==> src/include/ib_params.svh <==
`ifndef IB_PARAMS_SVH
`define IB_PARAMS_SVH

// lane count, power of two
`define IB_CHANNEL 4

// entries per lane, power of two
`define IB_DEPTH 8

`define IB_XLEN 32   // pc and instruction width

// apb address bits, covers 0x0 to 0xf
`define IB_APB_AW 4

`endif

==> src/design/ib_entry_pkg.sv <==
`include "ib_params.svh"

package ib_entry_pkg;

	// one fetched instruction as it travels to decode
	typedef struct packed {
		logic [`IB_XLEN-1:0] pc;
		logic [`IB_XLEN-1:0] instr;
	} fetch_entry_t;

	// physical lane number, also used for request slot offsets
	typedef logic [$clog2(`IB_CHANNEL)-1:0] lane_idx_t;

	// entries moved per cycle, 0 up to a full row
	typedef logic [$clog2(`IB_CHANNEL + 1)-1:0] lane_cnt_t;

endpackage

==> src/design/ib_csr_pkg.sv <==
`include "ib_params.svh"

package ib_csr_pkg;

	// register map, byte addresses
	typedef enum logic [`IB_APB_AW-1:0] {
		CTRL     = 'h0,
		STATUS   = 'h4,
		PUSH_CNT = 'h8,
		POP_CNT  = 'hC
	} csr_addr_e;

	typedef struct packed {
		logic [30:0] rsvd;
		logic        flush;  // write 1 to drop all entries
	} ib_ctrl_t;

	typedef struct packed {
		logic full;
		logic empty;
	} ib_status_t;

endpackage

==> src/design/ib_lane_fifo.sv <==
`timescale 1ns/1ps

`include "ib_params.svh"

module ib_lane_fifo import ib_entry_pkg::*; #(
	parameter int unsigned DEPTH = `IB_DEPTH  // power of two, at least 2
) (
	input  logic         clk,
	input  logic         rst,
	input  logic         flush_i,
	input  logic         push_i,
	input  logic         pop_i,
	input  fetch_entry_t data_i,
	output fetch_entry_t data_o,
	output logic         full_o,
	output logic         empty_o
);

	localparam int unsigned PW = $clog2(DEPTH);
	localparam int unsigned CW = $clog2(DEPTH + 1);

	fetch_entry_t  mem [DEPTH];
	logic [PW-1:0] rd_ptr;
	logic [PW-1:0] wr_ptr;
	logic [CW-1:0] count;  // occupancy
	logic          push_ok;
	logic          pop_ok;

	assign full_o  = (count == CW'(DEPTH));
	assign empty_o = (count == '0);
	assign push_ok = push_i & ~full_o;
	assign pop_ok  = pop_i & ~empty_o;

	assign data_o = mem[rd_ptr];  // head entry, no read latency

	always_ff @(posedge clk or posedge rst) begin
		if (rst) begin
			rd_ptr <= '0;
			wr_ptr <= '0;
			count  <= '0;
		end else if (flush_i) begin
			rd_ptr <= '0;
			wr_ptr <= '0;
			count  <= '0;
		end else begin
			if (push_ok)
				wr_ptr <= wr_ptr + PW'(1);  // wraps at DEPTH
			if (pop_ok)
				rd_ptr <= rd_ptr + PW'(1);
			case ({push_ok, pop_ok})
				2'b10:   count <= count + CW'(1);
				2'b01:   count <= count - CW'(1);
				default: count <= count;
			endcase
		end
	end

	always_ff @(posedge clk) begin
		if (push_ok)
			mem[wr_ptr] <= data_i;
	end

	// the queue above must never steer a push into a full lane
	a_push_full: assert property (@(posedge clk) disable iff (rst) push_i |-> !full_o)
		else $error("ib_lane_fifo: push into full lane");

	a_pop_empty: assert property (@(posedge clk) disable iff (rst) pop_i |-> !empty_o)
		else $error("ib_lane_fifo: pop from empty lane");

endmodule

==> src/design/multi_queue.sv <==
`timescale 1ns/1ps

`include "ib_params.svh"

module multi_queue import ib_entry_pkg::*; #(
	parameter int unsigned CHANNEL = `IB_CHANNEL,  // power of two
	parameter int unsigned DEPTH   = `IB_DEPTH     // per lane, power of two
) (
	input  logic                       clk,
	input  logic                       rst,
	input  logic                       flush_i,
	input  logic                       stall_push_i,
	input  logic                       stall_pop_i,
	input  fetch_entry_t [CHANNEL-1:0] data_push_i,
	input  lane_cnt_t                  push_num_i,
	input  lane_idx_t                  push_offset_i,
	input  lane_cnt_t                  pop_num_i,
	output logic                       full_o,   // some lane is full
	output logic                       empty_o,  // every lane is empty
	output fetch_entry_t [CHANNEL-1:0] data_pop_o,
	output logic [CHANNEL-1:0]         pop_valid_o
);

	logic [CHANNEL-1:0]         lane_push;
	logic [CHANNEL-1:0]         lane_pop;
	logic [CHANNEL-1:0]         lane_full;
	logic [CHANNEL-1:0]         lane_empty;
	fetch_entry_t [CHANNEL-1:0] lane_din;
	fetch_entry_t [CHANNEL-1:0] lane_dout;
	lane_idx_t                  rd_ptr;  // lane holding the oldest entry
	lane_idx_t                  wr_ptr;  // lane taking the next entry
	logic                       push_en;
	logic                       pop_en;

	assign push_en = ~stall_push_i & ~flush_i;
	assign pop_en  = ~stall_pop_i & ~flush_i;

	assign full_o  = |lane_full;
	assign empty_o = &lane_empty;

	for (genvar i = 0; i < CHANNEL; i++) begin : gen_lane
		lane_idx_t head_lane;  // lane of the i-th oldest entry
		lane_idx_t wr_slot;    // request slot that lands in lane i
		lane_idx_t rd_slot;    // pop slot served by lane i
		lane_idx_t src_slot;   // position in data_push_i

		assign head_lane = rd_ptr + lane_idx_t'(i);
		assign wr_slot   = lane_idx_t'(i) - wr_ptr;
		assign rd_slot   = lane_idx_t'(i) - rd_ptr;
		assign src_slot  = push_offset_i + wr_slot;

		// gather back into program order
		assign data_pop_o[i]  = lane_dout[head_lane];
		assign pop_valid_o[i] = ~lane_empty[head_lane];

		// scatter from the request row
		assign lane_din[i]  = data_push_i[src_slot];
		assign lane_push[i] = push_en & (lane_cnt_t'(wr_slot) < push_num_i);
		assign lane_pop[i]  = pop_en & (lane_cnt_t'(rd_slot) < pop_num_i);

		ib_lane_fifo #(
			.DEPTH   (DEPTH)
		) u_lane (
			.clk     (clk),
			.rst     (rst),
			.flush_i (flush_i),
			.push_i  (lane_push[i]),
			.pop_i   (lane_pop[i]),
			.data_i  (lane_din[i]),
			.data_o  (lane_dout[i]),
			.full_o  (lane_full[i]),
			.empty_o (lane_empty[i])
		);
	end

	always_ff @(posedge clk or posedge rst) begin
		if (rst) begin
			rd_ptr <= '0;
			wr_ptr <= '0;
		end else if (flush_i) begin
			rd_ptr <= '0;
			wr_ptr <= '0;
		end else begin
			if (!stall_pop_i)
				rd_ptr <= rd_ptr + lane_idx_t'(pop_num_i);  // full row wraps to same lane
			if (!stall_push_i)
				wr_ptr <= wr_ptr + lane_idx_t'(push_num_i);
		end
	end

	// fetch side must hold off while full
	a_push_when_full: assert property (@(posedge clk) disable iff (rst)
		(push_en && push_num_i != '0) |-> !full_o)
		else $error("multi_queue: push accepted while full");

	// decode side may only take what is shown as valid
	a_pop_over_valid: assert property (@(posedge clk) disable iff (rst)
		pop_en |-> (int'(pop_num_i) <= $countones(pop_valid_o)))
		else $error("multi_queue: pop_num exceeds valid lanes");

endmodule

==> src/design/ib_apb_regs.sv <==
`timescale 1ns/1ps

`include "ib_params.svh"

module ib_apb_regs import ib_entry_pkg::*, ib_csr_pkg::*; (
	input  logic                  clk,
	input  logic                  rst,
	input  logic                  psel_i,
	input  logic                  penable_i,
	input  logic                  pwrite_i,
	input  logic [`IB_APB_AW-1:0] paddr_i,
	input  logic [31:0]           pwdata_i,
	input  logic                  flush_i,  // fetch redirect
	input  logic                  full_i,
	input  logic                  empty_i,
	input  lane_cnt_t             push_num_i,
	input  logic                  stall_push_i,
	input  lane_cnt_t             pop_num_i,
	input  logic                  stall_pop_i,
	output logic [31:0]           prdata_o,
	output logic                  pready_o,
	output logic                  pslverr_o,
	output logic                  flush_o
);

	logic        access;   // apb access phase
	logic        addr_ok;
	logic [31:0] rdata;
	logic [31:0] push_cnt;
	logic [31:0] pop_cnt;
	logic        sw_flush;
	ib_ctrl_t    ctrl_wr;
	ib_status_t  status;

	assign access  = psel_i & penable_i;
	assign ctrl_wr = ib_ctrl_t'(pwdata_i);
	assign status  = {full_i, empty_i};

	// high for the single access cycle, so lanes clear at the closing edge
	assign sw_flush = access & pwrite_i & (paddr_i == CTRL) & ctrl_wr.flush;
	assign flush_o  = flush_i | sw_flush;

	always_comb begin
		rdata   = '0;
		addr_ok = 1'b1;
		case (paddr_i)
			CTRL:     rdata = '0;  // flush bit never reads back
			STATUS:   rdata = 32'(status);
			PUSH_CNT: rdata = push_cnt;
			POP_CNT:  rdata = pop_cnt;
			default:  addr_ok = 1'b0;
		endcase
	end

	assign prdata_o  = access ? rdata : '0;
	assign pready_o  = 1'b1;  // no wait states
	assign pslverr_o = access & ~addr_ok;

	// running totals, kept across flushes
	always_ff @(posedge clk or posedge rst) begin
		if (rst) begin
			push_cnt <= '0;
			pop_cnt  <= '0;
		end else begin
			if (!stall_push_i && !flush_o)
				push_cnt <= push_cnt + 32'(push_num_i);
			if (!stall_pop_i && !flush_o)
				pop_cnt <= pop_cnt + 32'(pop_num_i);
		end
	end

	a_penable_psel: assert property (@(posedge clk) disable iff (rst) penable_i |-> psel_i)
		else $error("ib_apb_regs: penable without psel");

endmodule

==> src/design/instr_buffer_top.sv <==
`timescale 1ns/1ps

`include "ib_params.svh"

module instr_buffer_top import ib_entry_pkg::*; (
	input  logic                           clk,
	input  logic                           rst,
	input  logic                           flush_i,
	// fetch side
	input  fetch_entry_t [`IB_CHANNEL-1:0] data_push_i,
	input  lane_cnt_t                      push_num_i,
	input  lane_idx_t                      push_offset_i,
	input  logic                           stall_push_i,
	output logic                           full_o,
	// decode side
	input  lane_cnt_t                      pop_num_i,
	input  logic                           stall_pop_i,
	output fetch_entry_t [`IB_CHANNEL-1:0] data_pop_o,
	output logic [`IB_CHANNEL-1:0]         pop_valid_o,
	output logic                           empty_o,
	// apb slave
	input  logic                           psel_i,
	input  logic                           penable_i,
	input  logic                           pwrite_i,
	input  logic [`IB_APB_AW-1:0]          paddr_i,
	input  logic [31:0]                    pwdata_i,
	output logic [31:0]                    prdata_o,
	output logic                           pready_o,
	output logic                           pslverr_o
);

	logic flush;  // redirect or software request

	multi_queue #(
		.CHANNEL       (`IB_CHANNEL),
		.DEPTH         (`IB_DEPTH)
	) u_queue (
		.clk           (clk),
		.rst           (rst),
		.flush_i       (flush),
		.stall_push_i  (stall_push_i),
		.stall_pop_i   (stall_pop_i),
		.data_push_i   (data_push_i),
		.push_num_i    (push_num_i),
		.push_offset_i (push_offset_i),
		.pop_num_i     (pop_num_i),
		.full_o        (full_o),
		.empty_o       (empty_o),
		.data_pop_o    (data_pop_o),
		.pop_valid_o   (pop_valid_o)
	);

	ib_apb_regs u_regs (
		.clk           (clk),
		.rst           (rst),
		.psel_i        (psel_i),
		.penable_i     (penable_i),
		.pwrite_i      (pwrite_i),
		.paddr_i       (paddr_i),
		.pwdata_i      (pwdata_i),
		.flush_i       (flush_i),
		.full_i        (full_o),
		.empty_i       (empty_o),
		.push_num_i    (push_num_i),
		.stall_push_i  (stall_push_i),
		.pop_num_i     (pop_num_i),
		.stall_pop_i   (stall_pop_i),
		.prdata_o      (prdata_o),
		.pready_o      (pready_o),
		.pslverr_o     (pslverr_o),
		.flush_o       (flush)
	);

endmodule

==> config.mk <==
export PLATFORM = sky130hd
export DESIGN_NAME = instr_buffer_top
export DESIGN_NICKNAME = d
export VERILOG_FILES = /design/src/design/ib_entry_pkg.sv /design/src/design/ib_csr_pkg.sv /design/src/design/ib_lane_fifo.sv /design/src/design/multi_queue.sv /design/src/design/ib_apb_regs.sv /design/src/design/instr_buffer_top.sv
export VERILOG_INCLUDE_DIRS = /design/src /design/src/include
export SDC_FILE = /design/constraint.sdc
export NUM_CORES = 2
export LEC_CHECK = 0
export ABC_AREA = 1
export BUFFER_PORTS_ARGS = -buffer_cell sky130_fd_sc_hd__buf_4
export CELL_PAD_IN_SITES_DETAIL_PLACEMENT = 1
export CELL_PAD_IN_SITES_GLOBAL_PLACEMENT = 1
export CORE_ASPECT_RATIO = 1.4
export CORE_MARGIN = 1
export CORE_UTILIZATION = 47
export DETAILED_ROUTE_END_ITERATION = 16
export GPL_ROUTABILITY_DRIVEN = 1
export PLACE_DENSITY = 0.81
export SKIP_LAST_GASP = 1
export SLEW_MARGIN = 20
export SYNTH_ARGS = -nofsm -noshare
export SYNTH_HDL_FRONTEND = slang
export SYNTH_SLANG_ARGS = --single-unit
==> constraint.sdc <==
create_clock -name clk -period 6.3 [get_ports clk]
set_input_delay 1.26 -clock clk [delete_from_list [all_inputs] [get_ports clk]]
set_output_delay 1.26 -clock clk [all_outputs]
set_load 0.02 [all_outputs]
; After elaboration in Yosys (flattened, before gate mapping)
; Memories as Yosys holds them, arrays and structs flattened.
; Cells that the tools add are included.
[op_classes]
addsub = 35
multipliers = 0
div_mod_pow = 0
order_cmp = 16
eq_ne = 17
n_shift = 0
muxes = 63
n_bitwise = 40
reduce_logical = 25
[ops]
columns = cell, count
row1 = 64-bit binary-select mux with 2-bit select, 8
row2 = 64-bit 2-to-1 mux, 8
row3 = 32-bit case mux with 3 select lines, 1
row4 = 32-bit by 3-bit adder with 32-bit output, 2
row5 = 3-bit 2-to-1 mux, 16
row6 = 32-bit 2-to-1 mux, 1
row7 = 4-bit case mux with 2 select lines, 4
row8 = "3-bit by 1-bit adder with 3-bit output, second input constant", 8
row9 = "4-bit == test, second input constant", 6
row10 = 2-bit by 3-bit less-than comparator with 1-bit output, 8
row11 = "2-bit by 3-bit less-than comparator with 1-bit output, second input constant", 8
row12 = 1-bit bitwise AND, 23
row13 = 4-bit zero test, 5
row14 = "4-bit by 1-bit adder with 4-bit output, second input constant", 4
row15 = 4-bit 2-to-1 mux, 4
row16 = 1-bit NOT, 16
row17 = 2-bit nonzero test, 8
row18 = "4-bit by 1-bit subtractor with 4-bit output, second input constant", 4
row19 = 1-bit 2-to-1 mux, 13
row20 = 2-bit adder, 6
row21 = 3-bit nonzero test, 4
row22 = 1-bit binary-select mux with 2-bit select, 4
row23 = "2-bit by 1-bit == test with 1-bit output, second input constant", 4
row24 = "2-bit == test, second input constant", 4
row25 = other kinds (12), 27
[totals]
regBits = 108
latch_bits = 0
ramBits = 2048
mem_bits_ro = 0
input_bits = 308
out_inout_bits = 296
wordCells = 216
memories = 4
[mem_list]
columns = name, words, word_bits, rd, rd_ports_with_merged_regs, write_ports, line_no
row1 = u_queue.gen_lane[0].u_lane.mem, 8, 64, 1, 0, 1, ib_lane_fifo.sv:22  ; fetch_entry_t mem [DEPTH];
row2 = u_queue.gen_lane[1].u_lane.mem, 8, 64, 1, 0, 1, ib_lane_fifo.sv:22
row3 = u_queue.gen_lane[2].u_lane.mem, 8, 64, 1, 0, 1, ib_lane_fifo.sv:22
row4 = u_queue.gen_lane[3].u_lane.mem, 8, 64, 1, 0, 1, ib_lane_fifo.sv:22

; Depth between registers and ports, before layout
[depth]
word_depth = 12
depth_mapped = 18
depth_no_buf = 17

; By module
; From an unflattened synthesis, not the netlist that was laid out.
[hier_totals]
hier_cells = 9865
hier_area_um2 = 99272.7
[by_module_without_submodules]
columns = mod, instances, cells_each, area_per_inst_um2, seq_area_each_um2
row1 = ib_lane_fifo, 4, 1543, 20412.1, 15625.0
row2 = multi_queue, 1, 2936, 12934.9, 100.1
row3 = ib_apb_regs, 1, 757, 4689.5, 1601.5

; Worst setup path before layout
; OpenSTA, ideal clock, no wires.
[synth_path]
path_type = in2reg
start = input push_num_i[1]
end = memory u_queue.gen_lane[3].u_lane.mem[0][0] (netlist bit) (enable)
setup_time_ns = 0.486
t_arrival_ns = 4.915
required_time_ns = 5.814
path_slack_ns = 0.898
path_stages = 9
n_path_buf = 0
path_cell_list = inv_1 -> ha_1 -> a21oi_1 -> nor2_1 -> nor2_1 -> nand2_2 -> inv_2 -> nand2_1 -> nor2_1
[synth_via]
elab_chain_len = 5
[synth_lines]
columns = element, line_no
row1 = "start, declared", instr_buffer_top.sv:11  ; input lane_cnt_t push_num_i,
row2 = 2-bit by 3-bit less-than comparator with 1-bit output, multi_queue.sv:58  ; assign lane_push[i] = push_en & (lane_cnt_t'(wr_slot) < push_num_i);
row3 = 1-bit bitwise AND, multi_queue.sv:58
row4 = 1-bit bitwise AND, ib_lane_fifo.sv:31  ; assign push_ok = push_i & ~full_o;
row5 = 1-bit 2-to-1 mux, ib_lane_fifo.sv:59  ; if (push_ok)
row6 = 1-bit 2-to-1 mux (not written as such), ib_lane_fifo.sv:60  ; mem[wr_ptr] <= data_i;
row7 = "end, declared", ib_lane_fifo.sv:22
; Every way passes these cells.

==> out/results.txt <==
status -> completed
Worst Path Arrival -> 4.76 ns
Comb power frac -> 0.283
Cells after Synth -> 11983
Rows -> 205
Routed Antenna Nets -> 0
Routed WL per cell -> 32.0 microns
core box area -> 223000 sq um
register bit total from synthesis -> 2156
RR Endpoint -> u_queue.gen_lane[0].u_lane.count[2]
Mapped Avg Cell Area -> 8.81 sq um
net switching power -> 14.9 mW
dpl ws -> 1.51 ns
number of global-route vias before repair -> 96319
internal power -> 26.1 mW
pin count of the biggest net entering global routing -> 139
Worst setup EP type -> primary output
WL final -> 493 mm
Worst Hold Slack -> 0.436 ns
Vias -> 93698
Resize count post-CTS -> 0
Worst-Skew Late Latency -> 0.91 ns
Sw Share -> 0.364
Synth cell types -> 41
sequential-to-total area share from yosys stat -> 0.608
setup TNS -> 0 ns
Worst setup SP type -> register
RR Startpoint -> u_queue.rd_ptr[1]
DRC violations left -> 0
relative slew slack -> 0.0867
GP Congestion -> 1.13
Synth Cell Area -> 106000 sq um
GRT overflow -> 0
Leak Pwr -> 53.7 nW
Hold WC Path Type -> in -> async
DP Area -> 113000 sq um
first-pass GRT wire length -> 684 mm
DR WL met3 -> 67.7 mm
Root Driver -> clkbuf_16
Final HPWL DP -> 333 mm
R2R setup slack -> 2.12 ns
Final WS setup -> 0.282 ns
PwrDens -> 343 nW/um^2
final instance area -> 120000 sq um
YS warnings -> 0
total CTS buffers -> 207
PortBufs -> 571
unrepaired setup endpoints after global routing -> false
DR vias/cell -> 6.08
Slew @ Worst Pin -> 1.33 ns
syn nets -> 12339
VDD IR-drop max -> 0.247 mV
Final nets -> 12687
Clock power frac -> 0.296
max-slew violations -> 0
post-CTS setup buffer count -> 0
MaxCap Viol Count -> 0
Worst Clk Skew -> 0.0852 ns
gr usage total -> 0.429
H-tree Lvls -> 4
die area -> 227000 sq um
TritonCTS clock tree -> done
DR top layer -> met5
Inst Count DP -> 15020
wl on met1 -> 160 mm
worst-path fanout max -> 36
Max Freq -> 166 MHz
utilization after layout -> 0.536
hold buffers post-CTS -> 0
clk sinks -> 2156
initial antenna violation count -> 51
P&R area growth vs syn -> 13.4%
Die Ht -> 563 microns
Final Cycle Share -> 0.955
crit path time final -> 6.02 ns
Starting DRT DRC Count -> 12366
met2 WL -> 213 mm
io pins -> 604
final hold vios -> 0
final setup vio count -> 0
Flop pwr share -> 0.421
Non-Filler Instances -> 15414
worst setup path class -> reg -> out
CTS Buffer Depth -> 4
layout cells sized above 1 -> 0.0917
die width -> 403 microns
total power -> 41.1 mW
Worst-path clk slew -> 0.07 ns
drt first pass iters -> 6
Initial Util -> 0.473
WP data required -> 5.04 ns
reg2reg path depth -> 12
-- sequential cells by signal (all words and copies together), names as in the netlist --
register                        cells
u_queue.gen_lane.u_lane.wr_ptr     12
u_queue.wr_ptr                      2
u_regs.pop_cnt                     32
u_queue.gen_lane.u_lane.rd_ptr     12
u_queue.rd_ptr                      2
u_queue.gen_lane.u_lane.count      16
u_regs.push_cnt                    32
u_queue.gen_lane.u_lane.mem      2048
-- worst max-delay path by stage --
stage,end,start,cells past startpoint
2_1_floorplan,u_queue.gen_lane[3].u_lane.mem[0][0],push_num_i[1],9
3_3_place_gp,u_queue.gen_lane[1].u_lane.mem[3][1],paddr_i[1],12
3_5_place_dp,u_queue.gen_lane[3].u_lane.mem[5][19],paddr_i[1],12
4_1_cts,data_pop_o[165],u_queue.gen_lane[1].u_lane.rd_ptr[1],9
5_1_grt,data_pop_o[52],u_queue.gen_lane[2].u_lane.rd_ptr[0],9
6_report,data_pop_o[52],u_queue.gen_lane[2].u_lane.rd_ptr[2],8
-- area by class of cell --
| class | instances | area, sq um |
|---|---|---|
| clock inverter | 98 | 772 |
| inverter | 1797 | 6830 |
| timing repair buffer | 772 | 6460 |
| multi-input combinational | 7397 | 32200 |
| sequential | 2156 | 64300 |
| clock buffer | 269 | 5500 |
| antenna | 27 | 67.6 |
| tap | 2898 | 3630 |
| fill | 25675 | 103000 |
-- Yosys cell counts, drive strengths merged --
cell type	number	area share
nand4	20	0.0012
or2	2	0.00012
inv	1796	0.064
o21a	1	0.000071
o22ai	32	0.0019
buf	379	0.017
conb	1	0.000036
ha	46	0.0055
xnor2	6	0.00050
fa	2	0.00038
o21bai	1	0.000071
clkinv	1	0.000036
a31o	1	0.000083
nand3	1859	0.088
nor3	11	0.00071
nor2	247	0.0091
nor4	1	0.000059
edfxtp	2048	0.58
o21ai	250	0.012
dfrtp	108	0.026
mux2i	62	0.0059
a21oi	85	0.0040
clkbuf	254	0.0090
xor2	46	0.0039
nand2	4722	0.17
nand3b	2	0.00014
-- power groups by stage --
stage / registers, mW / logic (mW) / clock network (mW)
final: 17.3 / 11.6 / 12.2
after global routing: 17.3 / 11.9 / 12.5
after CTS: 17.3 / 11.0 / 12.1
after detailed placement: 17.6 / 10.9 / 0
after global placement: 17.5 / 10.4 / 0
after floorplan: 17.4 / 5.56 / 0
-- kinds of logic after synthesis --
group | synth area share
and+or+nand+nor | 0.268
buffers and inverters | 0.0903
DFF | 0.608
AOI/OAI and AO/OA | 0.0180
muxes | 0.00588
xor gates and xnor gates | 0.00438
adders and majority gates | 0.00583
other | 0.0000355
-- critical path: stages, from the launching register on --
cell	delay, ns
dfrtp_4	0.66
clkinv_2	0.49
buf_4	0.82
nand3_1	0.24
nand3_1	0.14
nand2_1	0.78
nand2_1	0.27
nand2_1	0.12
buf_4	0.20
-- routing by layer --
| metal | up-vias | track usage |
|---|---|---|
| li1 | 39021 | - |
| met5 | - | 0 |
| met1 | 45902 | 0.476 |
| met4 | 36 | 0.379 |
| met3 | 2061 | 0.156 |
| met2 | 6678 | 0.650 |
-- cell usage in the layout, fill, tap and decap left out, drive strengths merged, types with 2 or more instances in the layout --
cell      instances
o22ai            32
nor3             11
nor2            247
clkinv           80
fa                2
a21oi            85
o21ai           250
clkinvlp          7
xor2             46
dfrtp           108
inv            1797
nand3          1859
edfxtp         2048
clkbuf          269
nand2          4722
nand3b            2
ha               46
bufinv           11
nand4            20
mux2i            62
xnor2             6
or2               2
buf             772
diode            27
No activity file was read; power rests on OpenSTA's default activity.
